File: src/rtl/proc_pkg.sv
/* Shared widths, opcodes, register map, instruction and control structs,
   ALU flags and sequencer state type for the processor host */
package proc_pkg;

    localparam int WORD_W    = 32;
    localparam int REG_IDX_W = 4;
    localparam int REG_COUNT = 16;
    localparam int OPCODE_W  = 6;
    localparam int IMM_W     = 18;
    localparam int WB_ADDR_W = 2;

    typedef logic [WORD_W-1:0]    word_t;
    typedef logic [REG_IDX_W-1:0] reg_idx_t;
    typedef logic [OPCODE_W-1:0]  opcode_t;
    typedef logic [WB_ADDR_W-1:0] wb_addr_t;

    // Opcodes, anything else executes as NOP
    localparam opcode_t OP_ADD   = 6'd1;
    localparam opcode_t OP_SUB   = 6'd2;
    localparam opcode_t OP_AND   = 6'd3;
    localparam opcode_t OP_OR    = 6'd4;
    localparam opcode_t OP_XOR   = 6'd5;
    localparam opcode_t OP_LOAD  = 6'd6;
    localparam opcode_t OP_STORE = 6'd7;

    // Bus register map
    localparam wb_addr_t ADDR_INSTR  = 2'd0;
    localparam wb_addr_t ADDR_RESULT = 2'd1;
    localparam wb_addr_t ADDR_STATUS = 2'd2;

    // Status word layout
    localparam int STATUS_BUSY_BIT  = 0;
    localparam int STATUS_DONE_BIT  = 1;
    localparam int STATUS_FLAGS_LSB = 4;

    typedef struct packed {
        opcode_t              opcode;  // [31:26]
        reg_idx_t             ra;      // First source and destination
        reg_idx_t             rb;      // Second source
        logic [IMM_W-1:0]     imm;     // Zero-extended on LOAD
    } instr_t;

    typedef enum logic [2:0] {
        ADD    = 3'd0,
        SUB    = 3'd1,
        AND    = 3'd2,
        OR     = 3'd3,
        XOR    = 3'd4,
        PASS_B = 3'd5
    } alu_op_e;

    typedef struct packed {
        alu_op_e alu_op;
        logic    use_imm;          // Operand B from immediate
        logic    reg_write;
        logic    flags_write;
        logic    result_from_alu;  // Zero result when clear
    } dec_ctrl_t;

    typedef struct packed {
        logic z;
        logic n;
        logic c;
        logic v;
    } flags_t;

    typedef enum logic [1:0] {
        IDLE    = 2'd0,
        DECODE  = 2'd1,
        EXECUTE = 2'd2,
        DONE    = 2'd3
    } seq_state_e;

endpackage

File: src/rtl/proc_alu.sv
/* Combinational ALU with zero, negative, carry and overflow flags */
`timescale 1ns/1ps

module proc_alu (
    input  proc_pkg::alu_op_e op,
    input  proc_pkg::word_t   a,
    input  proc_pkg::word_t   b,
    output proc_pkg::word_t   result,
    output proc_pkg::flags_t  flags
);
    import proc_pkg::*;

    logic [WORD_W:0] sum;  // One extra bit for carry out
    word_t           res;
    logic            carry;
    logic            ovf;

    always_comb begin
        sum   = '0;
        res   = '0;
        carry = 1'b0;
        ovf   = 1'b0;
        case (op)
            ADD: begin
                sum   = {1'b0, a} + {1'b0, b};
                res   = sum[WORD_W-1:0];
                carry = sum[WORD_W];
                ovf   = (a[WORD_W-1] == b[WORD_W-1]) && (res[WORD_W-1] != a[WORD_W-1]);
            end
            SUB: begin
                // a + ~b + 1, carry out set means no borrow
                sum   = {1'b0, a} + {1'b0, ~b} + {{WORD_W{1'b0}}, 1'b1};
                res   = sum[WORD_W-1:0];
                carry = sum[WORD_W];
                ovf   = (a[WORD_W-1] != b[WORD_W-1]) && (res[WORD_W-1] != a[WORD_W-1]);
            end
            AND:     res = a & b;
            OR:      res = a | b;
            XOR:     res = a ^ b;
            PASS_B:  res = b;
            default: res = '0;
        endcase
    end

    assign result  = res;
    assign flags.z = (res == '0);
    assign flags.n = res[WORD_W-1];
    assign flags.c = carry;  // Zero for logic ops
    assign flags.v = ovf;

endmodule

File: src/rtl/proc_decoder.sv
/* Opcode decoder producing ALU operation and control bits */
`timescale 1ns/1ps

module proc_decoder (
    input  proc_pkg::opcode_t   opcode,
    output proc_pkg::dec_ctrl_t ctrl
);
    import proc_pkg::*;

    logic alu_class;

    assign alu_class = (opcode == OP_ADD) || (opcode == OP_SUB) ||
                       (opcode == OP_AND) || (opcode == OP_OR)  ||
                       (opcode == OP_XOR);

    always_comb begin
        ctrl = '0;  // NOP and undefined opcodes
        case (opcode)
            OP_ADD: ctrl.alu_op = ADD;
            OP_SUB: ctrl.alu_op = SUB;
            OP_AND: ctrl.alu_op = AND;
            OP_OR:  ctrl.alu_op = OR;
            OP_XOR: ctrl.alu_op = XOR;
            OP_LOAD: begin
                ctrl.alu_op          = PASS_B;
                ctrl.use_imm         = 1'b1;
                ctrl.reg_write       = 1'b1;
                ctrl.result_from_alu = 1'b1;  // Flags left alone
            end
            OP_STORE: begin
                // rb_idx carries ra here, so B is the register to read out
                ctrl.alu_op          = PASS_B;
                ctrl.result_from_alu = 1'b1;
            end
            default: begin
                ctrl.alu_op = ADD;
            end
        endcase

        // Register-register ops write back to ra and update flags
        if (alu_class) begin
            ctrl.reg_write       = 1'b1;
            ctrl.flags_write     = 1'b1;
            ctrl.result_from_alu = 1'b1;
        end
    end

endmodule

File: src/rtl/proc_host_top.sv
/* Processor host top level, bus slave, sequencer, decoder, ALU
   and register file */
`timescale 1ns/1ps

module proc_host_top (
    input  logic               clk,
    input  logic               rst,
    input  logic               cyc,
    input  logic               stb,
    input  logic               we,
    input  proc_pkg::wb_addr_t adr,
    input  proc_pkg::word_t    dat_w,
    output proc_pkg::word_t    dat_r,
    output logic               ack
);
    import proc_pkg::*;

    logic      launch;
    instr_t    instr;
    logic      busy;
    logic      done;
    word_t     result;
    flags_t    flags;
    reg_idx_t  ra_idx;
    reg_idx_t  rb_idx;
    opcode_t   opcode;
    dec_ctrl_t ctrl;
    word_t     ra_data;
    word_t     rb_data;
    word_t     alu_b;
    word_t     alu_result;
    flags_t    alu_flags;
    logic      rf_we;
    reg_idx_t  rf_wr_idx;
    word_t     rf_wr_data;

    // Slave copy of the instruction only changes on launch, so imm matches the sequencer
    assign alu_b = ctrl.use_imm ? {{(WORD_W-IMM_W){1'b0}}, instr.imm} : rb_data;

    proc_wb_slave u_wb_slave (
        .clk(clk), .rst(rst), .cyc(cyc), .stb(stb), .we(we), .adr(adr),
        .dat_w(dat_w), .dat_r(dat_r), .ack(ack), .launch(launch), .instr(instr),
        .busy(busy), .done(done), .result(result), .flags(flags)
    );

    proc_sequencer u_sequencer (
        .clk(clk), .rst(rst), .launch(launch), .instr(instr),
        .busy(busy), .done(done), .result(result), .flags(flags),
        .ra_idx(ra_idx), .rb_idx(rb_idx), .opcode(opcode), .ctrl(ctrl),
        .alu_result(alu_result), .alu_flags(alu_flags),
        .rf_we(rf_we), .rf_wr_idx(rf_wr_idx), .rf_wr_data(rf_wr_data)
    );

    proc_decoder u_decoder (
        .opcode(opcode),
        .ctrl(ctrl)
    );

    proc_alu u_alu (
        .op(ctrl.alu_op), .a(ra_data), .b(alu_b),
        .result(alu_result), .flags(alu_flags)
    );

    proc_regfile u_regfile (
        .clk(clk), .rst(rst), .ra_idx(ra_idx), .rb_idx(rb_idx),
        .ra_data(ra_data), .rb_data(rb_data),
        .we(rf_we), .wr_idx(rf_wr_idx), .wr_data(rf_wr_data)
    );

endmodule

File: src/rtl/proc_regfile.sv
/* Register file, 16 words of 32 bits,
   two combinational read ports and one clocked write port */
`timescale 1ns/1ps

module proc_regfile (
    input  logic              clk,
    input  logic              rst,
    input  proc_pkg::reg_idx_t ra_idx,
    input  proc_pkg::reg_idx_t rb_idx,
    output proc_pkg::word_t    ra_data,
    output proc_pkg::word_t    rb_data,
    input  logic              we,
    input  proc_pkg::reg_idx_t wr_idx,
    input  proc_pkg::word_t    wr_data
);
    import proc_pkg::*;

    word_t regs [REG_COUNT];

    // Whole file cleared so programs start from a known state
    always_ff @(posedge clk or posedge rst) begin
        if (rst) begin
            for (int i = 0; i < REG_COUNT; i++) begin
                regs[i] <= '0;
            end
        end else if (we) begin
            regs[wr_idx] <= wr_data;
        end
    end

    assign ra_data = regs[ra_idx];  // Async read
    assign rb_data = regs[rb_idx];

endmodule

File: src/rtl/proc_sequencer.sv
/* Instruction sequencer FSM, idle through decode and execute to done,
   with result, flags and register write-back control */
`timescale 1ns/1ps

module proc_sequencer (
    input  logic                clk,
    input  logic                rst,
    input  logic                launch,
    input  proc_pkg::instr_t    instr,
    output logic                busy,
    output logic                done,
    output proc_pkg::word_t     result,
    output proc_pkg::flags_t    flags,
    output proc_pkg::reg_idx_t  ra_idx,
    output proc_pkg::reg_idx_t  rb_idx,
    output proc_pkg::opcode_t   opcode,
    input  proc_pkg::dec_ctrl_t ctrl,
    input  proc_pkg::word_t     alu_result,
    input  proc_pkg::flags_t    alu_flags,
    output logic                rf_we,
    output proc_pkg::reg_idx_t  rf_wr_idx,
    output proc_pkg::word_t     rf_wr_data
);
    import proc_pkg::*;

    seq_state_e state;
    seq_state_e state_nxt;
    instr_t     ir;       // Instruction held through execution
    logic       accept;

    assign accept = launch && (state == IDLE);

    always_comb begin
        state_nxt = state;
        case (state)
            IDLE:    if (launch) state_nxt = DECODE;
            DECODE:  state_nxt = EXECUTE;
            EXECUTE: state_nxt = DONE;
            DONE:    state_nxt = IDLE;
            default: state_nxt = IDLE;
        endcase
    end

    always_ff @(posedge clk or posedge rst) begin
        if (rst) begin
            state  <= IDLE;
            done   <= 1'b0;
            result <= '0;
            flags  <= '0;
        end else begin
            state <= state_nxt;
            if (accept) begin
                done <= 1'b0;  // Cleared by the next launch
            end
            if (state == EXECUTE) begin
                result <= ctrl.result_from_alu ? alu_result : '0;
                done   <= 1'b1;
                if (ctrl.flags_write) begin
                    flags <= alu_flags;
                end
            end
        end
    end

    always_ff @(posedge clk) begin
        if (accept) begin
            ir <= instr;
        end
    end

    assign busy   = (state != IDLE);
    assign opcode = ir.opcode;
    assign ra_idx = ir.ra;
    assign rb_idx = (ir.opcode == OP_STORE) ? ir.ra : ir.rb;  // STORE reads ra via port B

    // Write-back lands on the edge that ends EXECUTE
    assign rf_we      = (state == EXECUTE) && ctrl.reg_write;
    assign rf_wr_idx  = ir.ra;
    assign rf_wr_data = alu_result;

endmodule

File: src/rtl/proc_wb_slave.sv
/* Wishbone classic slave with instruction, result and status registers,
   single-cycle ack and stall of instruction writes while busy */
`timescale 1ns/1ps

module proc_wb_slave (
    input  logic               clk,
    input  logic               rst,
    input  logic               cyc,
    input  logic               stb,
    input  logic               we,
    input  proc_pkg::wb_addr_t adr,
    input  proc_pkg::word_t    dat_w,
    output proc_pkg::word_t    dat_r,
    output logic               ack,
    output logic               launch,
    output proc_pkg::instr_t   instr,
    input  logic               busy,
    input  logic               done,
    input  proc_pkg::word_t    result,
    input  proc_pkg::flags_t   flags
);
    import proc_pkg::*;

    logic  req;
    logic  instr_wr;
    logic  accept;
    word_t status;
    word_t rd_mux;

    assign req      = cyc && stb && !ack;  // New cycle, not the one being acked
    assign instr_wr = we && (adr == ADDR_INSTR);
    assign accept   = req && !(instr_wr && busy);  // Back-pressure while executing

    always_comb begin
        status                                       = '0;
        status[STATUS_BUSY_BIT]                      = busy;
        status[STATUS_DONE_BIT]                      = done;
        status[STATUS_FLAGS_LSB +: $bits(flags_t)]   = flags;
    end

    always_comb begin
        case (adr)
            ADDR_INSTR:  rd_mux = instr;  // Last launched instruction
            ADDR_RESULT: rd_mux = result;
            ADDR_STATUS: rd_mux = status;
            default:     rd_mux = '0;
        endcase
    end

    always_ff @(posedge clk or posedge rst) begin
        if (rst) begin
            ack    <= 1'b0;
            launch <= 1'b0;
            instr  <= '0;
        end else begin
            ack    <= accept;
            launch <= accept && instr_wr;  // Same cycle as the ack
            if (accept && instr_wr) begin
                instr <= dat_w;
            end
        end
    end

    // Read data valid in the ack cycle
    always_ff @(posedge clk) begin
        if (accept) begin
            dat_r <= rd_mux;
        end
    end

endmodule

File: config.mk
export PLATFORM = sky130hd
export DESIGN_NAME = proc_host_top
export DESIGN_NICKNAME = d
export VERILOG_FILES = /design/src/rtl/proc_pkg.sv /design/src/rtl/proc_alu.sv /design/src/rtl/proc_decoder.sv /design/src/rtl/proc_host_top.sv /design/src/rtl/proc_regfile.sv /design/src/rtl/proc_sequencer.sv /design/src/rtl/proc_wb_slave.sv
export SDC_FILE = /design/constraint.sdc
export NUM_CORES = 2
export LEC_CHECK = 0
export BUFFER_PORTS_ARGS = -buffer_cell sky130_fd_sc_hd__buf_2
export CORE_ASPECT_RATIO = 1.75
export CORE_MARGIN = 10
export CORE_UTILIZATION = 41
export CTS_CLUSTER_DIAMETER = 80
export DETAILED_ROUTE_END_ITERATION = 10
export PLACE_DENSITY = 0.62
export SETUP_SLACK_MARGIN = 0.02
export SYNTH_ARGS = -nofsm -noshare
export SYNTH_HDL_FRONTEND = slang
export SYNTH_HIERARCHICAL = 1
export SYNTH_SLANG_ARGS = --single-unit
File: constraint.sdc
create_clock -name clk -period 20.1 [get_ports clk]
set_clock_uncertainty 0.05 [all_clocks]
set_input_delay 5.025 -clock clk [delete_from_list [all_inputs] [get_ports clk]]
set_output_delay 5.025 -clock clk [all_outputs]
set_load 0.01 [all_outputs]
==> results.rst <==
.. list-table::
   :header-rows: 1

   * - Metric
     - Value
   * - Outcome
     - finished, final reports clean
   * - Last weighted congestion value of the routability-driven placer
     - 0.987
   * - Post-Syn Area per Cell
     - 12.6 sq um
   * - Parity-gate share of the synthesized area counting xor and xnor cells
     - less than 1%
   * - Post-synthesis share of cell area spent on full adders, half adders and majority gates
     - 3.62%
   * - Number of flip-flops and latches in the synthesized netlist
     - ~630
   * - Kind of start point of the critical path
     - register
   * - Max-slew violation count
     - 0
   * - Ranking of synthesized cells by area
     - dfrtp_1, mux4_2, mux2_2, edfxtp_1, ha_1
   * - Final setup violating endpoints
     - 0
   * - Post-Synthesis Cells
     - just over 3000
   * - Total Nets Final
     - 3108
   * - Combined area of all synthesized cells
     - a little under 40000 sq um
   * - Max-Slew Margin vs Limit
     - under 10%
   * - Slew at the pin with the worst max-slew slack
     - 1.44 ns
   * - Floorplan die area
     - 107000 sq um
   * - Setup repair after global routing missed its margin
     - false
   * - Multiplexer share of the synthesized area
     - between 30% and 40%
   * - Die Span X
     - 252 um
   * - Row cnt
     - 148
   * - Number of search-and-repair iterations in the first detailed-routing pass
     - 8
   * - Maximum fanout encountered on the critical timing path
     - 19
   * - Data required, critical path
     - 20.63 ns
   * - Achievable clock frequency
     - 115 MHz
   * - TritonCTS buffer count
     - 56
   * - Largest area contributor in the synthesized netlist
     - dfrtp_1
   * - Share of power burned in combinational logic
     - under 10%
   * - Count of max-cap constraint violations
     - 0
   * - Top Family by Delay on Critical Path
     - simple AND/OR/NAND/NOR gates
   * - Part of the total power dissipated in sequential elements
     - 50.5%
   * - Vias post-DR
     - 27000
   * - CP arrival
     - slightly above 9 ns
   * - Vias per cell
     - 6.41
   * - Compound-Gate Fraction of Synth Area
     - approximately 9.8%
   * - Final hold violation count
     - 0
   * - Largest family of logic cells by synthesized area
     - multiplexers
   * - Routed wirelength normalized by instance count
     - 29.4 um
   * - Lkg Pwr
     - 18.7 nW
   * - Netlist cell types
     - 99
   * - Hold Crit Class
     - reg2reg
   * - Asr flop ratio synth
     - 92.7%
   * - Clock slew seen by the registers of the worst setup and hold paths
     - around 0.070 ns
   * - Aggregate global routing overflow
     - 0
   * - CTS H-tree lvls
     - 2
   * - Critical path class
     - reg2reg
   * - Area of all sequential standard cells
     - 16000 sq um
   * - Critical-path cell list
     - nor4b_4 -> nand3_2 -> mux2_1 -> nor2b_4 -> buf_4 -> a22oi_1 -> nand2_1 -> mux2_2 -> inv_1 -> ha_1 -> o21ba_2 -> o21bai_1 -> mux2i_1 -> nand4_1 -> or3_1 -> or4_1 -> nor4_1 -> nor4bb_1 -> nand4b_1 -> or4_1 -> nor4_2 -> mux2_2
   * - Worst Hold Slack
     - 0.438 ns
   * - Switching share of total power
     - 25.2%
   * - Die height
     - 425 um
   * - Half-perimeter wire length after placement
     - around 76000 um
   * - Root buffer cell
     - clkbuf_16
   * - Maximum buffer depth of the clock tree
     - 3
   * - Quantity of hold-fixing buffers added after cts
     - 0
   * - Via count of the first global-routing pass
     - 28300
   * - Fin util
     - 44.5%
   * - Syn Nets
     - 3212
   * - Routed Wire Length
     - 124000 um
   * - TritonCTS clock tree
     - yes
   * - Largest net degree at the start of global routing
     - between 150 and 200
   * - Most frequent cell after synthesis
     - dfrtp_1
   * - Synthesized-area fraction occupied by and/or/nand/nor cells
     - 5.88%
   * - Multi-input gate area
     - 20600 sq um
   * - Port Buffers
     - 71
   * - NetSw
     - 0.684 mW
   * - Yosys warns
     - 6
   * - Final worst-path cycle share
     - 43.2%
   * - Antenna violations before repair
     - 3
   * - Clock power share
     - 41.4%
   * - Area Growth Syn to Fin
     - 7.80%
   * - Core Region
     - just over 90000 sq um
   * - Primary FF master, synth
     - dfrtp_1
   * - Post-CTS sizing
     - 0
   * - Slowest cell on the critical path
     - nor4_1
   * - Area share of the largest cell type after synthesis
     - a little under two fifths
   * - Setup TNS
     - 0 ns
   * - Post-CTS Setup Inserts
     - 0
   * - Number of DRC markers after the initial detailed-route iteration
     - 2285
   * - Count of flip-flops with a built-in enable after synthesis
     - 46
   * - Insertion delay of the later-clocked pin in the worst-skew pair
     - 0.64 ns
   * - Critical Path End Type
     - register
   * - Fraction of final layout cells with drive strength greater than 1
     - 36.9%
   * - Wire length of the first global-routing pass
     - ~180000 um
   * - TritonCTS sink count
     - 631
   * - Starting utilization of the core area
     - 41.3%
   * - Most frequent cells after synthesis
     - dfrtp_1, mux2_2, mux4_2
   * - Boundary pin count
     - 72
   * - Filler cells
     - 8442
   * - Total routing resource utilization after global routing
     - 22.9%
   * - Time the worst path needs with I/O delays and setup
     - 8.68 ns
   * - Critical path's largest stage delay
     - 1.17 ns
   * - Internal power
     - 2.03 mW
   * - Count of nets left with antenna violations after detail routing
     - 0
   * - Power consumption
     - 2.72 mW
   * - DRC Markers
     - 0
   * - Number of buffer and inverter instances along the worst setup path
     - 2
   * - Power density over the cells
     - 65.5 nW/um^2
   * - Maximum resistive drop on vdd
     - about 0.051 mV
   * - Sequential area share after synthesis
     - 41.6%
-- per-layer routing --
metal  GRT usage [%]  vias up  routed length (um)
li1                -    11300                   -
met1            25.2    14200               44700
met2            40.9     1086               63900
met3            3.29      394                6940
met4            14.2        6                8330
met5               0        -                  37
-- state kept, by name, indices dropped and copies added (netlist names) --
| name | flops |
|---|---|
| u_wb_slave/instr | 32 |
| u_sequencer/ir | 4 |
| u_sequencer/opcode | 6 |
| u_wb_slave/dat_r | 32 |
| u_sequencer/ra_idx | 4 |
| u_sequencer/result | 32 |
| u_wb_slave/ack | 1 |
| u_wb_slave/launch | 1 |
| u_regfile/regs | 512 |
| u_sequencer/flags | 4 |
| u_sequencer/state | 2 |
| u_sequencer/done | 1 |
-- final timing paths --
path	start	to	slack (ns)	cells after the start
worst max register to register	u_sequencer/opcode[3]$_DFFE_PP_	u_sequencer/flags[3]$_DFFE_PP0P_	11.42	22
max in group asynchronous	rst	u_regfile/regs[431]$_DFFE_PP0P_	12.85	4
min in group asynchronous	rst	u_wb_slave/instr[4]$_DFFE_PP0P_	4.50	3
worst min-delay path	u_sequencer/done$_DFFE_PP0P_	u_sequencer/done$_DFFE_PP0P_	0.44	1
worst min register to register	u_sequencer/done$_DFFE_PP0P_	u_sequencer/done$_DFFE_PP0P_	0.44	1
worst max-delay path	u_sequencer/opcode[3]$_DFFE_PP_	u_sequencer/flags[3]$_DFFE_PP0P_	11.42	22
-- through the flow --
| stage | area, sq um | setup slack (ns) | instances |
|---|---|---|---|
| 6_report | 41500 | 11.42 | 4207 |
| 5_1_grt | 41500 | 11.19 | 4206 |
| 4_1_cts | 41500 | 11.80 | 4206 |
| 3_5_place_dp | 39600 | 11.83 | 4101 |
| 3_3_place_gp | 39600 | 11.84 | 4101 |
| 2_1_floorplan | 38500 | 0.725 | 3063 |
-- cells by family (layout without fill, tap and decap cells) --
family	count (synthesis)	in the layout
multiplexers	872	872
flip-flops	631	631
AO/OA/AOI/OAI	545	545
AND/OR/NAND/NOR	453	453
buffers and inverters	441	384
adder cells (fa/ha/maj)	110	110
XOR/XNOR	11	11
other	0	1
-- power by group through the flow --
| stage | sequential (mW) | combinational (mW) | clock, mW |
|---|---|---|---|
| after global placement | 1.40 | 0.216 | 0 |
| after CTS | 1.37 | 0.219 | 1.15 |
| after detailed placement | 1.40 | 0.218 | 0 |
| after global routing | 1.38 | 0.238 | 1.19 |
| after floorplan | 1.37 | 0.156 | 0 |
| final | 1.37 | 0.220 | 1.12 |
-- layout make-up --
| cell class | instances | area share [%] |
|---|---|---|
| multi-input cells | 1991 | 49.7 |
| flip-flops and latches | 631 | 38.6 |
| clock buffers | 79 | 4.01 |
| well taps | 1200 | 3.62 |
| repair buffers | 142 | 2.23 |
| inverters | 137 | 1.26 |
| clock inverters | 26 | 0.564 |
| diodes | 1 | 0.00603 |
-- worst register-to-register path, delay by kind of cell (launching register included) --
kind	cells	cell delay [ns]
compound gates	3	0.63
fa+ha+maj	1	0.32
buf+inv	2	0.68
mux	4	1.07
simple gates	12	5.46
flops	1	0.44
-- cells in the final DEF, fill, tap and decap left out, drive strengths merged, types with 19 or more instances in the layout --
| cell | Yosys | routed |
|---|---|---|
| dfrtp | 585 | 585 |
| mux2 | 574 | 574 |
| mux4 | 256 | 256 |
| nand2 | 161 | 161 |
| buf | 167 | 142 |
| inv | 135 | 140 |
| a22oi | 139 | 139 |
| ha | 108 | 108 |
| nor2 | 102 | 102 |
| o21ai | 94 | 94 |
| a21oi | 91 | 91 |
| clkbuf | 137 | 79 |
| edfxtp | 46 | 46 |
| mux2i | 42 | 42 |
| nor2b | 35 | 35 |
| nand3 | 26 | 26 |
| nor3 | 24 | 24 |
| o22ai | 22 | 22 |
| a211oi | 19 | 19 |
(Power assumes the default switching activity.)
